### config.mk
export PLATFORM = sky130hd
export DESIGN_NAME = mem_arbiter
export DESIGN_NICKNAME = d
export VERILOG_FILES = /design/src/verilog/icache_pkg.sv /design/src/verilog/mem_arbiter.sv
export SDC_FILE = /design/constraint.sdc
export NUM_CORES = 1
export LEC_CHECK = 0
export BUFFER_PORTS_ARGS = -buffer_cell sky130_fd_sc_hd__buf_2
export CAP_MARGIN = 20
export CELL_PAD_IN_SITES_DETAIL_PLACEMENT = 0
export CELL_PAD_IN_SITES_GLOBAL_PLACEMENT = 1
export CORE_ASPECT_RATIO = 1.2
export CORE_MARGIN = 3
export CORE_UTILIZATION = 13
export DETAILED_ROUTE_END_ITERATION = 8
export PLACE_DENSITY_LB_ADDON = 0.1
export SLEW_MARGIN = 25
export SYNTH_ARGS = -nofsm -noshare
export SYNTH_HDL_FRONTEND = slang
export SYNTH_SLANG_ARGS = --single-unit
export TNS_END_PERCENT = 5
### constraint.sdc
create_clock -name clk -period 1.3 [get_ports clk]
set_clock_uncertainty 0.1 [all_clocks]
set_input_delay 0.13 -clock clk [delete_from_list [all_inputs] [get_ports clk]]
set_output_delay 0.13 -clock clk [all_outputs]
set_load 0.03 [all_outputs]
### src/verilog/icache_pkg.sv
`default_nettype none

package icache_pkg;

    //////////////////////////////////////////////////////////////////////
    // geometry
    //////////////////////////////////////////////////////////////////////

    localparam int addr_w   = 32;
    localparam int index_w  = 4;
    localparam int offset_w = 2;
    localparam int ways     = 2;
    localparam int word_w   = 32;

    // byte offset bits plus word offset bits
    localparam int line_lsb = offset_w + 2;
    localparam int tag_w    = addr_w - index_w - line_lsb;
    localparam int line_w   = word_w << offset_w;
    localparam int sets     = 1 << index_w;

    //////////////////////////////////////////////////////////////////////
    // array entries
    //////////////////////////////////////////////////////////////////////

    typedef struct packed {
        logic             valid;
        logic [tag_w-1:0] tag;
    } tag_entry_t;

    typedef logic [line_w-1:0] line_t;

    //////////////////////////////////////////////////////////////////////
    // fetch port and memory bus
    //////////////////////////////////////////////////////////////////////

    // inval set means address is ignored, whole cache is cleared
    typedef struct packed {
        logic [addr_w-1:0] addr;
        logic              uncached;
        logic              inval;
    } fetch_req_t;

    // insn low half is the word at pc, high half valid when pair set
    typedef struct packed {
        logic [addr_w-1:0]   pc;
        logic [2*word_w-1:0] insn;
        logic                pair;
    } fetch_rsp_t;

    typedef struct packed {
        logic [addr_w-1:0] addr;
        logic              single;
    } bus_req_t;

    // single word reads land in the low word
    typedef struct packed {
        line_t data;
    } bus_rsp_t;

endpackage

`default_nettype wire

### src/verilog/mem_arbiter.sv
`timescale 1ns/10ps
`default_nettype none

module mem_arbiter (
    input  wire                             clk,
    input  wire                             arst_n,
    input  wire                             i_valid,
    output logic                            i_ready,
    input  wire icache_pkg::bus_req_t       i_req,
    output logic                            i_rsp_valid,
    input  wire                             d_valid,
    output logic                            d_ready,
    input  wire icache_pkg::bus_req_t       d_req,
    output logic                            d_rsp_valid,
    output logic                            mem_req_valid,
    input  wire                             mem_req_ready,
    output icache_pkg::bus_req_t            mem_req,
    input  wire                             mem_rsp_valid
);

    // owner doubles as the last winner for round robin
    logic busy;
    logic owner;
    logic grant_d;
    logic accept;

    always_comb begin
        if (i_valid && d_valid) begin
            grant_d = !owner;
        end else begin
            grant_d = d_valid;
        end
    end

    assign mem_req_valid = !busy && (i_valid || d_valid);
    assign mem_req       = grant_d ? d_req : i_req;
    assign i_ready       = !busy && !grant_d && mem_req_ready;
    assign d_ready       = !busy && grant_d && mem_req_ready;
    assign accept        = mem_req_valid && mem_req_ready;

    // response pulse goes to the owner only
    assign i_rsp_valid = busy && !owner && mem_rsp_valid;
    assign d_rsp_valid = busy && owner && mem_rsp_valid;

    always_ff @(posedge clk or negedge arst_n) begin
        if (!arst_n) begin
            busy  <= 1'b0;
            owner <= 1'b0;
        end else if (accept) begin
            busy  <= 1'b1;
            owner <= grant_d;
        end else if (mem_rsp_valid) begin
            busy <= 1'b0;
        end
    end

endmodule

`default_nettype wire

==> metrics.cfg, run 1 <==
[run_status]
run_status = finished, violations left
violations = negative setup slack

[timing]
rsz0062_at_grt = yes
setup_ws_ps = -489
setup_violations = 37
tightest_slew_ps = 184
finalCritPeriodShare = 1.38
finalCriticalPeriod_ps = 1790
final.setup.tns_ps = -15650
final-max-slew-violation-count = 0
max-slew-margin-rel = 0.877
hold_violations = 0
max_freq_mhz = 559

[yosys]
synth-warning-count = 0
ys_seq_area_frac = 0.0899
synth_cell_type_count = 14
synth_seq_cells = 2
syn-num-nets = 124
synth_area_um2 = 557
synthCells = 52
syn_area_per_cell_um2 = 10.7

[clock_tree]
cts_tree = built
clockBufferDepth = 2
cts-buffers-inserted = 3
cts_sinks = 2
htree_num_levels = 1
worstSkewPairLatency_ps = 210
root_buffer = clkbuf_8
path_clk_slew_ps = 30

[pwr]
internal-power_uw = 989
p_comb_frac = 0.794
power.density_nw_per_um2 = 954
switching_share = 0.396
seq_power_share = 0.059
power.switching_uw = 649
clkPwrFrac = 0.148
power_mw = 1.64
leakage_nw = 0.948
irDropWorstVdd_uv = 574

[floorplan]
chipWidth_um = 65.7
fp-row-count = 25
die-area_um2 = 5110
initial_core_util = 0.138
io_pins = 110
core_um2 = 4040
chipHeight_um = 77.7

[routing]
routed_via_density = 3.90
drt_pass1_iterations = 2
wirelength_um = 2960
drc_errors = 0
wl_per_cell_um = 13.1
antenna_left = 0
via_count = 885
drtIter0Drc = 15

[place]
port_buffers = 109
dpl-instance-area_um2 = 1280
place.gp.congestion = 0.700
dp_cells = 217
dp_hpwl_um = 2280

[final_layout]
layout-area-overhead-vs-synth_pct = 208
final_nets = 247
post-route-cell-area_um2 = 1720
layout-drive-gt1-share = 0.925
layout.cells.non_filler = 227
fin_util = 0.425
n_antenna_cell = 0

[worst_setup_path]
cp_data_required_time_ps = 1070
critPathMaxFanout = 6
worstSetupPathType = register to output port
worstPathArrival_ps = 1560
end_kind = output port
start_kind = register

[global_routing]
grt_overflow = 0
antenna_found_initial = 0
grt_pass1_vias = 897
grt_max_degree = 25
grt_util_all_layers = 0.0972
grt_pass1_wl_um = 3950

[flow_run]
cap_violations = 0

[min_path]
hold_path.class = input pin to register

repair_timing:
item | 4_1_cts | 5_1_grt
gates resized for setup | 49 | 47
hold buffers | 1 | 0
setup buffers | 0 | 2
pin swaps | 0 | 1
cloned | 0 | 4
hold endpoints to repair | 2 | 0
setup endpoints to repair | 36 | 37
critical path, cell delays in order, from the launching register on:
cell and delay [ps]:
dfrtp_1 390, a21boi_4 200, buf_12 160, clkbuf_16 150, mux2_4 300, buf_6 140
cell usage in the layout (no fill, tap or decap):
cell type / n
buf_2: 72
buf_6: 37
mux2_4: 33
buf_4: 5
nor2_1: 3
clkbuf_8: 3
clkbuf_16: 3
and3_4: 2
dfrtp_1: 2
buf_12: 2
a21boi_4: 1
nand2b_1: 1
inv_1: 1
nand2_1: 1
nor2_4: 1
nand3b_1: 1
or2b_1: 1
o2bb2ai_1: 1
o22ai_1: 1
dlygate4sd3_1: 1
buf_8: 1
cells in the mapped netlist:
master / instances / area, µm²
mux2_2: 31 / 349
o22ai_1: 1 / 6.26
and3_1: 2 / 12.5
or2b_1: 1 / 7.51
o2bb2ai_1: 1 / 8.76
inv_1: 1 / 3.75
nand3b_1: 1 / 7.51
dfrtp_1: 2 / 50.1
nand2_1: 1 / 3.75
nor2_1: 4 / 15.0
a21boi_4: 1 / 18.8
nand2b_1: 1 / 6.26
mux2_1: 2 / 22.5
buf_8: 3 / 45.0
state kept, by name, summed over array words and instances, names as in the netlist:
signal,count
owner,1
busy,1
layout make-up:
type                            count  area, µm²
Tap cell                           54       67.6
Inverter                            1       3.75
Sequential cell                     2       50.0
Multi-Input combinational cell     46        599
Clock buffer                        3       41.3
Fill cell                         401       2320
Timing Repair Buffer              121        955
worst paths after layout:
check	from	to	slack, ps	cells after the start
max in group asynchronous	arst_n	owner$_DFFE_PN0P_	860	2
min in group asynchronous	arst_n	busy$_DFFE_PN0P_	140	2
worst max register to register	owner$_DFFE_PN0P_	owner$_DFFE_PN0P_	60	4
worst max-delay path	owner$_DFFE_PN0P_	mem_req[27]	-490	5
worst min-delay path	mem_rsp_valid	busy$_DFFE_PN0P_	60	2
worst min register to register	busy$_DFFE_PN0P_	busy$_DFFE_PN0P_	530	2
per-layer routing:
metal / up-vias / part of all wire / global-route usage
met5: - / 0 / 0
met4: 0 / 0 / 0.0311
met3: 0 / 0.087 / 0.0260
met2: 48 / 0.60 / 0.196
met1: 399 / 0.31 / 0.0896
li1: 438 / - / -
through the flow:
step / hold WS, ps / setup slack, ps
detailed placement: -180 / -288
CTS: 41.1 / -467
floorplan: -266 / -206
global route: 52.6 / -535
global placement: -182 / -270
finish: 56.3 / -489
power by group through the flow:
stage | Clock (mW) | Combinational, mW | Sequential, mW
after floorplan | 0 | 0.686 | 0.0996
after global placement | 0 | 0.944 | 0.0964
after detailed placement | 0 | 0.952 | 0.0967
after CTS | 0.250 | 1.08 | 0.0960
after global routing | 0.259 | 1.36 | 0.0983
final | 0.242 | 1.30 | 0.0959
kinds of logic (layout without fill, tap and decap cells):
| kind of cell | count (synthesis) | count (layout) | synth area share |
|---|---|---|---|
| AOI/OAI and AO/OA | 3 | 3 | 0.0607 |
| and+or+nand+nor | 10 | 10 | 0.0944 |
| muxes | 33 | 33 | 0.667 |
| DFF | 2 | 2 | 0.0899 |
| buffers and inverters | 4 | 125 | 0.0876 |
(Power assumes the default switching activity.)
==> inputs of run 2 (changes only) <==
--- a/config.mk
+++ b/config.mk
@@ -6,7 +6,7 @@
 export NUM_CORES = 1
 export LEC_CHECK = 0
 export BUFFER_PORTS_ARGS = -buffer_cell sky130_fd_sc_hd__buf_2
-export CAP_MARGIN = 20
+export CAP_MARGIN = 40
 export CELL_PAD_IN_SITES_DETAIL_PLACEMENT = 0
 export CELL_PAD_IN_SITES_GLOBAL_PLACEMENT = 1
 export CORE_ASPECT_RATIO = 1.2
@@ -18,4 +18,3 @@
 export SYNTH_ARGS = -nofsm -noshare
 export SYNTH_HDL_FRONTEND = slang
 export SYNTH_SLANG_ARGS = --single-unit
-export TNS_END_PERCENT = 5
==> run 2 against run 1 <==
Compared with the run above: the flow still finishes with violations (negative setup slack); largest cell class unchanged; die area unchanged; flip-flop and latch count is the same; non-clock buffer count is 7 lower; core utilization down 3.1 points; sequential share of layout area rose by 0.23 points; count of clock-buffer cells in the layout stayed put; first-iteration DRC count is the same; fmax is 3.1% higher; sequential power about the same; design area down 7.2%; critical path depth is 1 lower; highest routed layer is now met4.
==> metrics.cfg, run 2 (synthesis gave the netlist of run 1 again) <==
[clock_tree]
cts_tree = built
cts-buffers-inserted = 3
cts_sinks = 2
htree_num_levels = 1
root_buffer = clkbuf_8
worstSkewPairLatency_ps = 210
path_clk_slew_ps = 30
clockBufferDepth = 2
post_cts_buffers = 0

[final_layout]
fin_util = 0.395
layout-drive-gt1-share = 0.922
layout.cells.non_filler = 220
final_nets = 240
layout-area-overhead-vs-synth_pct = 186
reg_top3 = busy (1), owner (1)
final_cell_mix = buf_2, buf_6, mux2_4, clkbuf_8, buf_4
layout_commonest_cell = buf_2
post-route-cell-area_um2 = 1590
n_antenna_cell = 0

[worst_setup_path]
reg2reg_slack_ps = 230
rr_startpoint = owner$_DFFE_PN0P_
cp_data_required_time_ps = 1070
critPathMaxStageDelay_ps = 390
path_delay_family = flip-flops
worst_path_max_delay_cell = dfrtp_1
rr_endpoint = owner$_DFFE_PN0P_
critPathMaxFanout = 19
end_kind = output port
start_kind = register
cp_cell_sequence = a21boi_4 -> buf_12 -> mux2_4 -> buf_6
worstPathArrival_ps = 1510
critPathBufInv = 2
crit_start = owner$_DFFE_PN0P_
rr_worst_depth = 3
worstSetupPathType = register to output port
critPathCapture = mem_req[0]
cp.depth = 4

[global_routing]
antenna_found_initial = 0
grt_overflow = 0
grt_pass1_wl_um = 3810
grt_util_all_layers = 0.0940
grt_max_degree = 20
grt_pass1_vias = 892

[routing]
wl_per_cell_um = 11.5
drtIter0Drc = 15
top_layer_used = met4
wl_met2_um = 1400
wl_met1_um = 777
routed_via_density = 3.93
drt_pass1_iterations = 4
wirelength_um = 2530
via_count = 865
drc_errors = 0
met3WireLength_um = 327
antenna_left = 0

[place]
dp_hpwl_um = 2190
dp_cells = 216
place.gp.congestion = 0.654
dpl-instance-area_um2 = 1290
port_buffers = 109

[timing]
final.setup.tns_ps = -14500
finalCritPeriodShare = 1.34
finalCriticalPeriod_ps = 1740
max-slew-margin-rel = 0.877
setup_violations = 35
rsz0062_at_grt = yes
setup_ws_ps = -436
max_freq_mhz = 576
final-max-slew-violation-count = 0
tightest_slew_ps = 184
hold_violations = 0

[floorplan]
chipWidth_um = 65.7
initial_core_util = 0.138
io_pins = 110
fp-row-count = 25
die-area_um2 = 5110
chipHeight_um = 77.7
core_um2 = 4040

[min_path]
hold_path.class = input pin to register

[flow_run]
cap_violations = 0

[pwr]
power_mw = 1.51
power.density_nw_per_um2 = 948
irDropWorstVdd_uv = 571
leakage_nw = 0.890

[run_status]
violations = negative setup slack
run_status = finished, violations left

## run 2: through the flow
step / setup WS (ps) / hold slack (ps)
3_5_place_dp: -280 / -175
5_1_grt: -488 / 32.2
4_1_cts: -489 / 20.9
3_3_place_gp: -272 / -178
6_report: -436 / 26.1
2_1_floorplan: -206 / -266
## run 2: layout make-up
type | count | area, µm²
fillers | 398 | 2440
repair buffers | 114 | 838
multi-input cells | 46 | 592
well taps | 54 | 67.6
flip-flops and latches | 2 | 50.0
clock buffers | 3 | 41.3
inverters | 1 | 3.75
## run 2: timing repair
item	in CTS	in global routing
resized for setup	74	6
endpoints found under the hold margin	2	0
gates cloned	0	0
hold buffers	1	0
endpoints found under the setup margin	36	37
## run 2: where the power goes
part / internal, mW / total [mW] / switching, mW
Sequential: 0.0788 / 0.0961 / 0.0172
Clock: 0.196 / 0.247 / 0.0515
Combinational: 0.620 / 1.17 / 0.547
Total: 0.895 / 1.51 / 0.616
## run 2: how the worst min path moves through the flow
stage	from	to	slack, ps	cells after the start
floorplan	arst_n	busy$_DFFE_PN0P_	-270	0
global placement	arst_n	busy$_DFFE_PN0P_	-180	1
detailed placement	arst_n	busy$_DFFE_PN0P_	-170	1
CTS	mem_rsp_valid	busy$_DFFE_PN0P_	20	2
global route	mem_rsp_valid	busy$_DFFE_PN0P_	30	2
finish	mem_rsp_valid	busy$_DFFE_PN0P_	30	2
## run 2: metal layers
| layer | vias up | track usage |
|---|---|---|
| met1 | 372 | 0.0907 |
| met5 | - | 0 |
| met3 | 4 | 0.0333 |
| li1 | 423 | - |
| met2 | 66 | 0.176 |
| met4 | 0 | 0.0373 |
==> inputs of run 3 (changes only) <==
--- a/config.mk
+++ b/config.mk
@@ -13,7 +13,7 @@
 export CORE_MARGIN = 3
 export CORE_UTILIZATION = 13
 export DETAILED_ROUTE_END_ITERATION = 8
-export PLACE_DENSITY_LB_ADDON = 0.1
+export PLACE_DENSITY = 0.84
 export SLEW_MARGIN = 25
 export SYNTH_ARGS = -nofsm -noshare
 export SYNTH_HDL_FRONTEND = slang
==> run 3 against run 2 <==
Compared with the run above: the flow still finishes with violations (negative setup slack); clock power shrank 2%; setup slack got worse by 25 ps; global-route usage rose by 2.0 points; total power grew 10%; sequential power is 0.6% higher; cell count is 3.6% higher; register-to-register slack got worse by 130 ps; die area unchanged; largest cell class unchanged; largest power group unchanged.
==> metrics.cfg, run 3 (synthesis gave the netlist of run 1 again) <==
[global_routing]
grt_pass1_vias = 985
grt_overflow = 0
antenna_found_initial = 0
grt_pass1_wl_um = 4650
grt_util_all_layers = 0.114
grt_max_degree = 11

[routing]
routed_via_density = 3.98
wl_met2_um = 1740
wirelength_um = 3240
drc_errors = 0
drt_pass1_iterations = 2
met3WireLength_um = 423
antenna_left = 0
wl_per_cell_um = 14.2
wl_met1_um = 1080
drtIter0Drc = 4
top_layer_used = met3
via_count = 907

[worst_setup_path]
end_kind = output port
worstPathArrival_ps = 1530
worstSetupPathType = register to output port
cp_data_required_time_ps = 1070
crit_path_frequent_cell = buf_6
start_kind = register
worst_path_max_delay_cell = dfrtp_1
critPathMaxStageDelay_ps = 390
critPathMaxFanout = 10
cp_cell_sequence = a21boi_4 -> buf_6 -> buf_12 -> mux2_4 -> buf_6

[floorplan]
die-area_um2 = 5110
initial_core_util = 0.138
io_pins = 110
core_um2 = 4040
chipHeight_um = 77.7
fp-row-count = 25
chipWidth_um = 65.7

[pwr]
leakage_nw = 0.952
irDropWorstVdd_uv = 698
power.density_nw_per_um2 = 970

[timing]
max-slew-margin-rel = 0.899
final-max-slew-violation-count = 0
setup_ws_ps = -460
hold_violations = 0
rsz0062_at_grt = yes
finalCritPeriodShare = 1.35
tightest_slew_ps = 152
hold_ws_ps = 35.0
max_freq_mhz = 568
setup_violations = 37
finalCriticalPeriod_ps = 1760

[min_path]
hold_path.class = input pin to register

[clock_tree]
cts-buffers-inserted = 3
cts_sinks = 2
clockBufferDepth = 2
cts_tree = built
worstSkewPairLatency_ps = 210
path_clk_slew_ps = 30
htree_num_levels = 1
root_buffer = clkbuf_8

[final_layout]
layout-drive-gt1-share = 0.925
final_cell_mix = buf_2, buf_6, mux2_4, clkbuf_8, buf_4
layout.cells.non_filler = 228
post-route-cell-area_um2 = 1720
fill_cells = 385
layout-area-overhead-vs-synth_pct = 209
n_antenna_cell = 0
layout_commonest_cell = buf_2
reg_top3 = busy (1), owner (1)
final_nets = 248

[place]
dp_cells = 217
port_buffers = 109
dp_hpwl_um = 2270
place.gp.congestion = 0.677
dpl-instance-area_um2 = 1300

[flow_run]
cap_violations = 0

[run_status]
run_status = finished, violations left
violations = negative setup slack

## run 3: cell types whose count changed in the layout (fill, tap and decap cells not counted), sizes merged
cell	before	now
buf	113	121
## run 3: worst paths after layout
check / start / to / slack (ps) / cells past startpoint
worst min register to register: busy$_DFFE_PN0P_ / busy$_DFFE_PN0P_ / 530 / 2
max in group asynchronous: arst_n / owner$_DFFE_PN0P_ / 860 / 2
worst min-delay path: mem_rsp_valid / busy$_DFFE_PN0P_ / 30 / 2
worst max register to register: owner$_DFFE_PN0P_ / owner$_DFFE_PN0P_ / 100 / 4
min in group asynchronous: arst_n / busy$_DFFE_PN0P_ / 140 / 2
worst max-delay path: owner$_DFFE_PN0P_ / mem_req[11] / -460 / 5
## run 3: final cells by class
class / count / area [µm²] / share of cell area
well taps: 54 / 67.6 / 0.0393
inverters: 1 / 3.75 / 0.00218
clock buffers: 3 / 41.3 / 0.0240
repair buffers: 122 / 961 / 0.559
multi-input cells: 46 / 597 / 0.347
flip-flops and latches: 2 / 50.0 / 0.0291
## run 3: worst max-delay path, delay by kind of cell (launching register included)
| family | cells | cell delay [ps] |
|---|---|---|
| AO/OA/AOI/OAI | 1 | 190 |
| multiplexers | 1 | 310 |
| buffers and inverters | 3 | 420 |
| flip-flops | 1 | 390 |
## run 3: metal layers
metal | track usage | vias to the layer above
li1 | - | 440
met1 | 0.112 | 399
met2 | 0.227 | 68
met3 | 0.0362 | 0
met4 | 0.0187 | 0
met5 | 0 | -
## run 3: what timing repair did
item                                   in CTS  in global routing
hold buffers                                1                  0
setup endpoints to repair                  36                 37
gates resized for setup                    78                 11
cloned                                      2                  0
pin swaps                                   2                  1
endpoints found under the hold margin       2                  0
buffers inserted                            3                  2
## run 3: power by group
part | switching, mW | internal (mW) | leakage, nW
clock | 0.0461 | 0.196 | 0.0216
combinational | 0.604 | 0.726 | 0.906
sequential | 0.0179 | 0.0788 | 0.0244
total | 0.668 | 1.00 | 0.952
## run 3: metrics by stage
stage / setup WS [ps] / util / power [mW] / setup TNS (ps)
after floorplan: -206 / - / 0.791 / -6390
after global placement: -258 / 0.322 / 1.06 / -7910
after detailed placement: -278 / 0.322 / 1.07 / -8650
after CTS: -472 / 0.414 / 1.61 / -15150
after global routing: -518 / 0.426 / 1.75 / -17580
final: -460 / 0.426 / 1.67 / -15660
